===== config.mk =====
export PLATFORM = sky130hd
export DESIGN_NAME = instrDecoder
export DESIGN_NICKNAME = d
export VERILOG_FILES = /design/src/source/corePkg.sv /design/src/source/instrDecoder.sv
export VERILOG_INCLUDE_DIRS = /design/src /design/src/source
export SDC_FILE = /design/constraint.sdc
export NUM_CORES = 1
export LEC_CHECK = 0
export BUFFER_PORTS_ARGS = -buffer_cell sky130_fd_sc_hd__buf_2
export CAP_MARGIN = 5
export CORE_AREA = 2 2 120 122
export DETAILED_ROUTE_END_ITERATION = 10
export DIE_AREA = 0 0 122 124
export GPL_ROUTABILITY_DRIVEN = 0
export PLACE_DENSITY = 0.42
export RECOVER_POWER = 50
export SLEW_MARGIN = 25
export SYNTH_ARGS = -nofsm -noshare
export SYNTH_HDL_FRONTEND = slang
export SYNTH_SLANG_ARGS = --single-unit

===== constraint.sdc =====
create_clock -name vclk -period 1.5
set_input_delay 0.15 -clock vclk [all_inputs]
set_output_delay 0.15 -clock vclk [all_outputs]
set_load 0.02 [all_outputs]

===== src/source/coreSettings.svh =====
// Width and size macros for the integer core. Include this before any port list that uses them.
`ifndef CORE_SETTINGS_SVH
`define CORE_SETTINGS_SVH

// architectural register count, x0 included
`define REG_NUM 32

// register address width, log2 of REG_NUM
`define REG_ADDR_W 5

// integer data width for RV64I
`define XLEN 64

// instruction word width
`define ILEN 32

`endif


===== src/source/corePkg.sv =====
// Shared types for the integer core. Modules import it in their bodies and use scoped names in ports.
`include "coreSettings.svh"

package corePkg;

    // major opcodes that the core accepts
    localparam logic [6:0] OPC_OP     = 7'b0110011;
    localparam logic [6:0] OPC_OP_IMM = 7'b0010011;

    // register-register view
    typedef struct packed {
        logic [6:0]             funct7;
        logic [`REG_ADDR_W-1:0] rs2;
        logic [`REG_ADDR_W-1:0] rs1;
        logic [2:0]             funct3;
        logic [`REG_ADDR_W-1:0] rd;
        logic [6:0]             opcode;
    } rType_t;

    // register-immediate view
    typedef struct packed {
        logic [11:0]            imm12;
        logic [`REG_ADDR_W-1:0] rs1;
        logic [2:0]             funct3;
        logic [`REG_ADDR_W-1:0] rd;
        logic [6:0]             opcode;
    } iType_t;

    // one 32-bit word, two decodings
    typedef union packed {
        rType_t rType;
        iType_t iType;
    } instrWord_t;

    typedef enum logic [3:0] {
        OP_ADD, OP_SUB, OP_SLL, OP_SLT, OP_XOR, OP_SRL, OP_OR, OP_AND,
        OP_ADDI, OP_SLTI, OP_XORI, OP_ORI, OP_ANDI,
        OP_ILLEGAL
    } aluOp_t;

    // decode to execute
    typedef struct packed {
        aluOp_t                 op;
        logic [`REG_ADDR_W-1:0] rd;
        logic [`XLEN-1:0]       opA;
        logic [`XLEN-1:0]       opB;
        // low for x0 targets and illegal words
        logic                   writesRd;
    } issue_t;

    // retire port, doubles as the register write request
    typedef struct packed {
        logic [`REG_ADDR_W-1:0] rd;
        logic [`XLEN-1:0]       result;
        logic                   illegal;
    } retire_t;

endpackage


===== src/source/instrDecoder.sv =====
// Decodes an R-type or I-type word into register reads, an operation and the issued operands.
`timescale 1ns/100ps
`include "coreSettings.svh"

module instrDecoder (
    input  corePkg::instrWord_t    instr,
    output logic [`REG_ADDR_W-1:0] rdAddrA,
    output logic [`REG_ADDR_W-1:0] rdAddrB,
    output logic                   rdEnA,
    output logic                   rdEnB,
    input  logic [`XLEN-1:0]       rdDataA,
    input  logic [`XLEN-1:0]       rdDataB,
    output corePkg::issue_t        issue
);
    import corePkg::*;

    aluOp_t           op;
    logic             isRType;
    logic             legal;
    logic [`XLEN-1:0] immExt;

    always_comb begin
        op      = OP_ILLEGAL;
        isRType = 1'b0;
        case (instr.rType.opcode)
            OPC_OP: begin
                isRType = 1'b1;
                // funct7 then funct3
                case ({instr.rType.funct7, instr.rType.funct3})
                    10'b0000000_000: op = OP_ADD;
                    10'b0100000_000: op = OP_SUB;
                    10'b0000000_001: op = OP_SLL;
                    10'b0000000_010: op = OP_SLT;
                    10'b0000000_100: op = OP_XOR;
                    10'b0000000_101: op = OP_SRL;
                    10'b0000000_110: op = OP_OR;
                    10'b0000000_111: op = OP_AND;
                    default:         op = OP_ILLEGAL;
                endcase
            end
            OPC_OP_IMM: begin
                // immediate shifts and SLTIU are not supported
                case (instr.iType.funct3)
                    3'b000:  op = OP_ADDI;
                    3'b010:  op = OP_SLTI;
                    3'b100:  op = OP_XORI;
                    3'b110:  op = OP_ORI;
                    3'b111:  op = OP_ANDI;
                    default: op = OP_ILLEGAL;
                endcase
            end
            default: op = OP_ILLEGAL;
        endcase
    end

    assign legal  = (op != OP_ILLEGAL);
    assign immExt = {{(`XLEN-12){instr.iType.imm12[11]}}, instr.iType.imm12};

    // rs1 and rd sit at the same bits in both formats
    assign rdAddrA = instr.rType.rs1;
    assign rdAddrB = instr.rType.rs2;
    // only the ports the format reads
    assign rdEnA   = legal;
    assign rdEnB   = legal && isRType;

    always_comb begin
        issue.op       = op;
        issue.rd       = instr.rType.rd;
        issue.opA      = rdDataA;
        issue.opB      = isRType ? rdDataB : immExt;
        issue.writesRd = legal && (issue.rd != '0);
    end

endmodule


==> results.sh, run 1 <==
export IMPL_whs_ps=300
export IMPL_ios=310
export IMPL_dr_pass1_iters=4
export IMPL_max_slew_margin_pct=69.7
export IMPL_drc=0
export IMPL_yosysWarnings=0
export IMPL_initial_utilization_pct=10.5
export IMPL_share_comb_of_total_power_pct=100.0
export IMPL_path_class="in -> out"
export IMPL_crit_family="compound AO/OA/AOI/OAI gates"
export IMPL_cp_num_buf_inv=3
export IMPL_rsz0062_at_grt="true"
export IMPL_violations="setup timing"
export IMPL_cp_max_fo=2
export IMPL_cpMostUsedCell="buf_4"
export IMPL_outcome="finished, violations left"
export IMPL_placementRows=43
export IMPL_io_buffers=172
export IMPL_drt_total_wl_um=7560
export IMPL_hold_violations=0
export IMPL_grt_first_pass_wirelength_um=9210
export IMPL_antenna_found_initial=0
export IMPL_hold_depth=0
export IMPL_cp_depth=8
export IMPL_wl_per_cell_um=15.5
export IMPL_synth_area_per_cell_um2=7.44
export IMPL_areaGrowthSynthToFinish_pct=97.7
export IMPL_p_leak_nw=1.62
export IMPL_p_int_mw=0.414
export IMPL_end_kind="output port"
export IMPL_setup_violations=69
export IMPL_diodes=0
export IMPL_cts_hold_buf=0
export IMPL_startpoint_type="input port"
export IMPL_finalWorstSetupSlack_ps=-201
export IMPL_ant_nets=0
export IMPL_min_path_type="in -> out"
export IMPL_grt_max_degree=25
export IMPL_maxCapViolCount=0
export IMPL_switching_power_mw=0.367
export IMPL_design_seq_count=0
export IMPL_fp_dieH_um=124
export IMPL_drive_gt1_share_pct=75.6
export IMPL_fillCellCount=1526
export IMPL_regArea_um2=0
export IMPL_power_density_nw_per_um2=274
export IMPL_max_freq_mhz=588
export IMPL_track_usage_pct=7.85
export IMPL_period_needed_ps=1700
export IMPL_grt_pass1_vias=1725
export IMPL_switching_share_pct=47.0
export IMPL_tightest_slew_ps=454
export IMPL_crit_path_max_incr_delay_ps=370
export IMPL_seqPwrFrac_pct=0
export IMPL_vias=1838
export IMPL_clockBufferCount=0
export IMPL_die_area_um2=15100
export IMPL_seq_area_frac_synth_pct=0
export IMPL_required_ps=1350
export IMPL_syn_cell_area_um2=1440
export IMPL_ir_drop_v=0.0000814
export IMPL_ys_types=32
export IMPL_finalCritPeriodShare_pct=113
export IMPL_critPathSlowestCell="a2111oi_4"
export IMPL_hpwl_um=5100
export IMPL_die_x_um=122
export IMPL_final_nets=469
export IMPL_p_total_mw=0.781
export IMPL_vias_per_cell=3.77
export IMPL_drtIter0Drc=50
export IMPL_grt_overflow_total=0
export IMPL_synth_cells=194
export IMPL_crit_arrival_ps=1550
export IMPL_path_cells="buf_6 > nor4b_4 > buf_4 > nand3_2 > a2111oi_4 > a211oi_2 > a21oi_2 > buf_4"
export IMPL_syn_nets=354
export IMPL_clockPowerShare_pct=0
export IMPL_slew_violations=0
export IMPL_core_area_um2=13700
-- layout make-up --
type                            count  area, um^2  share of cell area (%)
Inverter                            3        11.3                   0.395
Multi-Input combinational cell     98         876                    30.7
Tap cell                          180         225                    7.90
Timing Repair Buffer              206        1740                    61.0
-- cell usage in the layout (no fill, tap or decap), drive strengths merged --
master	count
nor4	1
o22ai	1
a211oi	1
inv	3
a21oi	1
clkbuf	3
nand3	2
o211ai	1
a31oi	1
nor4b	1
nor3	1
and2b	1
and3	1
o21ai	2
or3	1
nand2	3
nor2b	2
o21bai	1
and4	2
buf	203
o31ai	1
maj3	1
o211a	1
xnor2	1
o21a	1
a2111oi	1
or4	1
mux2	11
nor2	3
a21o	53
and2	1
-- path summary, 6_finish.rpt --
kind	end	slack [ps]	startpoint
worst max-delay path	issue[0]	-200	instr[6]
worst min-delay path	issue[108]	300	rdDataA[43]
-- synthesized netlist by cell type (all sizes together) (2+ instances only) --
master	n	area, um^2
inv	3	11.3
nor2b	2	12.5
nand3	2	10.0
a21o	53	398
buf	92	658
nor2	3	11.3
mux2	11	124
and4	2	17.5
nand2	3	11.3
o21ai	2	10.0
-- stage by stage --
step	std cells	utilization [%]	instance area (um^2)	setup slack (ps)	setup TNS, ps
global route	487	20.8	2850	-320	-16310
detailed placement	471	15.1	2080	-345	-18540
global placement	471	15.1	2080	-306	-15640
finish	487	20.8	2850	-201	-11500
CTS	484	19.1	2620	-210	-12500
floorplan	194	-	1470	1.97	0
-- power by group through the flow --
| stage | Clock, mW | Combinational [mW] | Sequential [mW] |
|---|---|---|---|
| 2_1_floorplan | 0 | 0.575 | 0 |
| 3_3_place_gp | 0 | 0.574 | 0 |
| 3_5_place_dp | 0 | 0.578 | 0 |
| 4_1_cts | 0 | 0.699 | 0 |
| 5_1_grt | 0 | 0.832 | 0 |
| 6_report | 0 | 0.781 | 0 |
-- layer usage --
metal | GRT usage (%) | vias up | share of wire, % | wire length, um
met5 | 0 | - | 0 | 0
met4 | 3.23 | 0 | 3.1 | 231
met3 | 1.19 | 30 | 8.8 | 662
met2 | 14.7 | 123 | 52 | 3900
met1 | 8.83 | 866 | 37 | 2760
li1 | - | 819 | - | -
-- cells by family (layout without fill, tap and decap cells) --
logic type	Yosys count	after routing	synth area share (%)
simple gates	20	20	9.02
mux	11	11	8.59
xor+xnor	1	1	0.607
compound gates	65	65	34.4
buf+inv	96	209	46.7
fa+ha+maj	1	1	0.694
-- what timing repair did --
item                       CTS  global route
resized for setup           98            68
pin swaps                   11             2
setup endpoints to repair   70            71
setup buffers                9             2
cloned                       4             4
No activity file was read; power rests on OpenSTA's default activity.
==> inputs of run 2 (changes only) <==
--- a/config.mk
+++ b/config.mk
@@ -8,11 +8,11 @@
 export LEC_CHECK = 0
 export BUFFER_PORTS_ARGS = -buffer_cell sky130_fd_sc_hd__buf_2
 export CAP_MARGIN = 5
-export CORE_AREA = 2 2 120 122
+export CORE_AREA = 2 2 122 124
 export DETAILED_ROUTE_END_ITERATION = 10
-export DIE_AREA = 0 0 122 124
+export DIE_AREA = 0 0 124 126
 export GPL_ROUTABILITY_DRIVEN = 0
-export PLACE_DENSITY = 0.42
+export PLACE_DENSITY = 0.4
 export RECOVER_POWER = 50
 export SLEW_MARGIN = 25
 export SYNTH_ARGS = -nofsm -noshare
==> constraint.sdc (replaced) <==
create_clock -name vclk -period 1.9
set_input_delay 0.19 -clock vclk [all_inputs]
set_output_delay 0.19 -clock vclk [all_outputs]
set_load 0.02 [all_outputs]
==> results.sh, run 2 (synthesis results as in run 1) <==
export IMPL_outcome="finished, final reports clean"
export IMPL_grt_first_pass_wirelength_um=7290
export IMPL_dr_pass1_iters=4
export IMPL_areaGrowthSynthToFinish_pct=63.0
export IMPL_drtIter0Drc=37
export IMPL_final_cell_mix="buf_2 (152), a21o_1 (53), buf_4 (18)"
export IMPL_dpl_instance_area_um2=2030
export IMPL_whs_ps=380
export IMPL_final_area_um2=2350
export IMPL_max_slew_margin_pct=67.9
export IMPL_drive_gt1_share_pct=72.1
export IMPL_drt_total_wl_um=6050
export IMPL_ant_nets=0
export IMPL_min_path_type="in -> out"
export IMPL_slew_violations=0
export IMPL_end_kind="output port"
export IMPL_finalCritPeriodShare_pct=97.7
export IMPL_stdcell_count=482
export IMPL_path_class="in -> out"
export IMPL_vias_per_cell=3.63
export IMPL_diodes=0
export IMPL_design_seq_count=0
export IMPL_vias=1749
export IMPL_post_place_ws_ps=-174
export IMPL_layout_commonest_cell="buf_2"
export IMPL_grt_overflow_total=0
export IMPL_rsz0062_at_grt="true"
export IMPL_placementRows=44
export IMPL_power_density_nw_per_um2=208
export IMPL_antenna_found_initial=0
export IMPL_crit_arrival_ps=1670
export IMPL_period_needed_ps=1860
export IMPL_regArea_um2=0
export IMPL_grt_max_degree=29
export IMPL_cp_max_fo=3
export IMPL_tightest_slew_ps=476
export IMPL_placed_cells=470
export IMPL_final_nets=460
export IMPL_max_freq_mhz=539
export IMPL_startpoint_type="input port"
export IMPL_fp_dieH_um=126
export IMPL_hpwl_um=4440
export IMPL_finish_utilization_pct=16.4
export IMPL_finalWorstSetupSlack_ps=44.2
export IMPL_ios=310
export IMPL_setup_violations=0
export IMPL_die_area_um2=15600
export IMPL_initial_utilization_pct=10.1
export IMPL_p_total_mw=0.488
export IMPL_io_buffers=172
export IMPL_core_area_um2=14300
export IMPL_required_ps=1710
export IMPL_hold_violations=0
export IMPL_grt_pass1_vias=1532
export IMPL_die_x_um=124
export IMPL_drc=0
export IMPL_track_usage_pct=5.76
export IMPL_clockBufferCount=0
export IMPL_wl_per_cell_um=12.6
export IMPL_ir_drop_v=0.0000507
export IMPL_p_leak_nw=1.42
export IMPL_timing_setup_tns_ps=0
export IMPL_maxCapViolCount=0
## run 2: area by class of cell
class	count	area (um^2)
fillers	1634	12000
multi-input cells	98	846
well taps	184	230
repair buffers	197	1260
inverters	3	11.3
## run 2: per-layer routing
metal	GRT usage, %	part of all wire (%)	vias to the layer above	routed length, um
met3	0.498	10	32	610
met4	2.97	4.4	0	264
met2	11.9	53	115	3210
met1	5.38	33	802	1970
met5	0	0	-	0
li1	-	-	800	-
## run 2: final timing paths
check | startpoint | to | cells after the start
worst max-delay path | instr[14] | rdEnA | 7
worst min-delay path | rdDataA[59] | issue[124] | 0
## run 2: what timing repair did
item / CTS / global route
resized for setup: 4 / 46
hold buffers: 0 / 0
cloned: 1 / 3
pin swaps: 2 / 8
setup buffers: 4 / 5
setup endpoints to repair: 35 / 49
## run 2: critical path: stages
cell and delay, ps:
buf_2 120, or3_4 360, o211ai_1 280, a2111oi_4 120
a211oi_2 320, nand2_1 110, buf_6 160
## run 2: report_power, final
part	switching [mW]	internal, mW	leakage (nW)
Clock	0	0	0
Sequential	0	0	0
Combinational	0.254	0.234	1.42
==> inputs of run 3 (changes only) <==
--- a/config.mk
+++ b/config.mk
@@ -18,3 +18,4 @@
 export SYNTH_ARGS = -nofsm -noshare
 export SYNTH_HDL_FRONTEND = slang
 export SYNTH_SLANG_ARGS = --single-unit
+export TNS_END_PERCENT = 30
==> constraint.sdc (replaced) <==
create_clock -name vclk -period 1.9
set_input_delay 0.19 -clock vclk [all_inputs]
set_output_delay 0.19 -clock vclk [all_outputs]
set_load 0.01 [all_outputs]
==> results.sh, run 3 (synthesis results as in run 1) <==
export IMPL_outcome="finished, final reports clean"
export IMPL_io_buffers=172
export IMPL_path_class="in -> out"
export IMPL_grt_first_pass_wirelength_um=7050
export IMPL_die_x_um=124
export IMPL_vias=1670
export IMPL_final_cell_mix="buf_2 (169), a21o_1 (53), buf_4 (14)"
export IMPL_final_nets=455
export IMPL_power_density_nw_per_um2=173
export IMPL_regArea_um2=0
export IMPL_ios=310
export IMPL_hpwl_um=4380
export IMPL_grt_max_degree=29
export IMPL_core_area_um2=14300
export IMPL_crit_arrival_ps=1640
export IMPL_dr_pass1_iters=4
export IMPL_wl_per_cell_um=11.4
export IMPL_cp_max_fo=9
export IMPL_track_usage_pct=5.57
export IMPL_grt_overflow_total=0
export IMPL_fp_dieH_um=126
export IMPL_diodes=0
export IMPL_hold_end="issue[125]"
export IMPL_drt_total_wl_um=5460
export IMPL_final_area_um2=2170
export IMPL_slew_violations=0
export IMPL_startpoint_type="input port"
export IMPL_drive_gt1_share_pct=71.0
export IMPL_p_leak_nw=1.33
export IMPL_drc=0
export IMPL_grt_pass1_vias=1541
export IMPL_areaGrowthSynthToFinish_pct=50.1
export IMPL_min_delay_start="rdDataA[60]"
export IMPL_antenna_found_initial=0
export IMPL_clockBufferCount=0
export IMPL_maxCapViolCount=0
export IMPL_min_path_type="in -> out"
export IMPL_dpl_instance_area_um2=2020
export IMPL_max_freq_mhz=548
export IMPL_ant_nets=0
export IMPL_tightest_slew_ps=395
export IMPL_whs_ps=380
export IMPL_vias_per_cell=3.50
export IMPL_die_area_um2=15600
export IMPL_fillCellCount=1654
export IMPL_period_needed_ps=1830
export IMPL_rsz0062_at_grt="true"
export IMPL_hold_violations=0
export IMPL_layout_commonest_cell="buf_2"
export IMPL_ir_drop_v=0.0000400
export IMPL_required_ps=1710
export IMPL_design_seq_count=0
export IMPL_initial_utilization_pct=10.1
export IMPL_setup_violations=0
export IMPL_placementRows=44
export IMPL_hold_depth=0
export IMPL_drtIter0Drc=17
export IMPL_finalCritPeriodShare_pct=96.1
export IMPL_max_slew_margin_pct=73.4
export IMPL_end_kind="output port"
[run 3: changes by cell type in the layout (fill, tap and decap cells not counted), sizes merged]
| cell | change |
|---|---|
| clkbuf | -1 |
| buf | -4 |
[run 3: worst max-delay path, stage by stage]
cell and delay (ps):
buf_2 110, nor4b_4 300, and4_4 280, buf_12 140
clkbuf_16 150, mux2_2 320, buf_2 140
[run 3: routing by layer]
metal  share of wire, %  up-vias  track usage [%]
li1                   -      789                -
met2                 52      109             12.0
met4                4.8        0             2.97
met5                  0        -                0
met3                 11       32            0.498
met1                 32      740             4.78
[run 3: repair_timing]
| action | in CTS | in global routing |
|---|---|---|
| buffers inserted | 3 | 4 |
| gates resized for setup | 5 | 2 |
| hold buffers | 0 | 0 |
| pin swaps | 1 | 3 |
| gates cloned | 1 | 1 |
| setup endpoints to repair | 35 | 11 |
[run 3: area by class of cell]
cell class                 count  area, um^2  area share, %
multi-input combinational     98         810           37.4
tap                          184         230           10.6
inverter                       3        11.3          0.520
timing repair buffer         192        1110           51.5
[run 3: worst max-delay path by stage]
| stage | cells after the start | startpoint | end | slack (ps) |
|---|---|---|---|---|
| global route | 7 | instr[12] | rdEnA | -10 |
| global placement | 6 | instr[4] | issue[38] | -200 |
| finish | 7 | instr[6] | issue[5] | 70 |
| floorplan | 6 | instr[13] | issue[0] | 310 |
| CTS | 8 | instr[25] | issue[0] | 6 |
| detailed placement | 7 | instr[3] | issue[7] | -180 |
[run 3: per-stage QoR]
step / TNS (ps) / util [%] / worst slack [ps] / total power, mW / std cells
floorplan: 0 / - / 309 / 0.320 / 194
global placement: -10900 / 13.7 / -197 / 0.355 / 466
CTS: 0 / 14.7 / 6.11 / 0.379 / 472
global route: -16.2 / 15.1 / -10.7 / 0.414 / 477
detailed placement: -2000 / 14.1 / -179 / 0.370 / 468
finish: 0 / 15.1 / 74.0 / 0.376 / 477
[run 3: report_power, final]
part | total (mW) | internal [mW] | switching (mW) | leakage [nW]
logic | 0.376 | 0.202 | 0.174 | 1.33
registers | 0 | 0 | 0 | 0
clock network | 0 | 0 | 0 | 0
total | 0.376 | 0.202 | 0.174 | 1.33
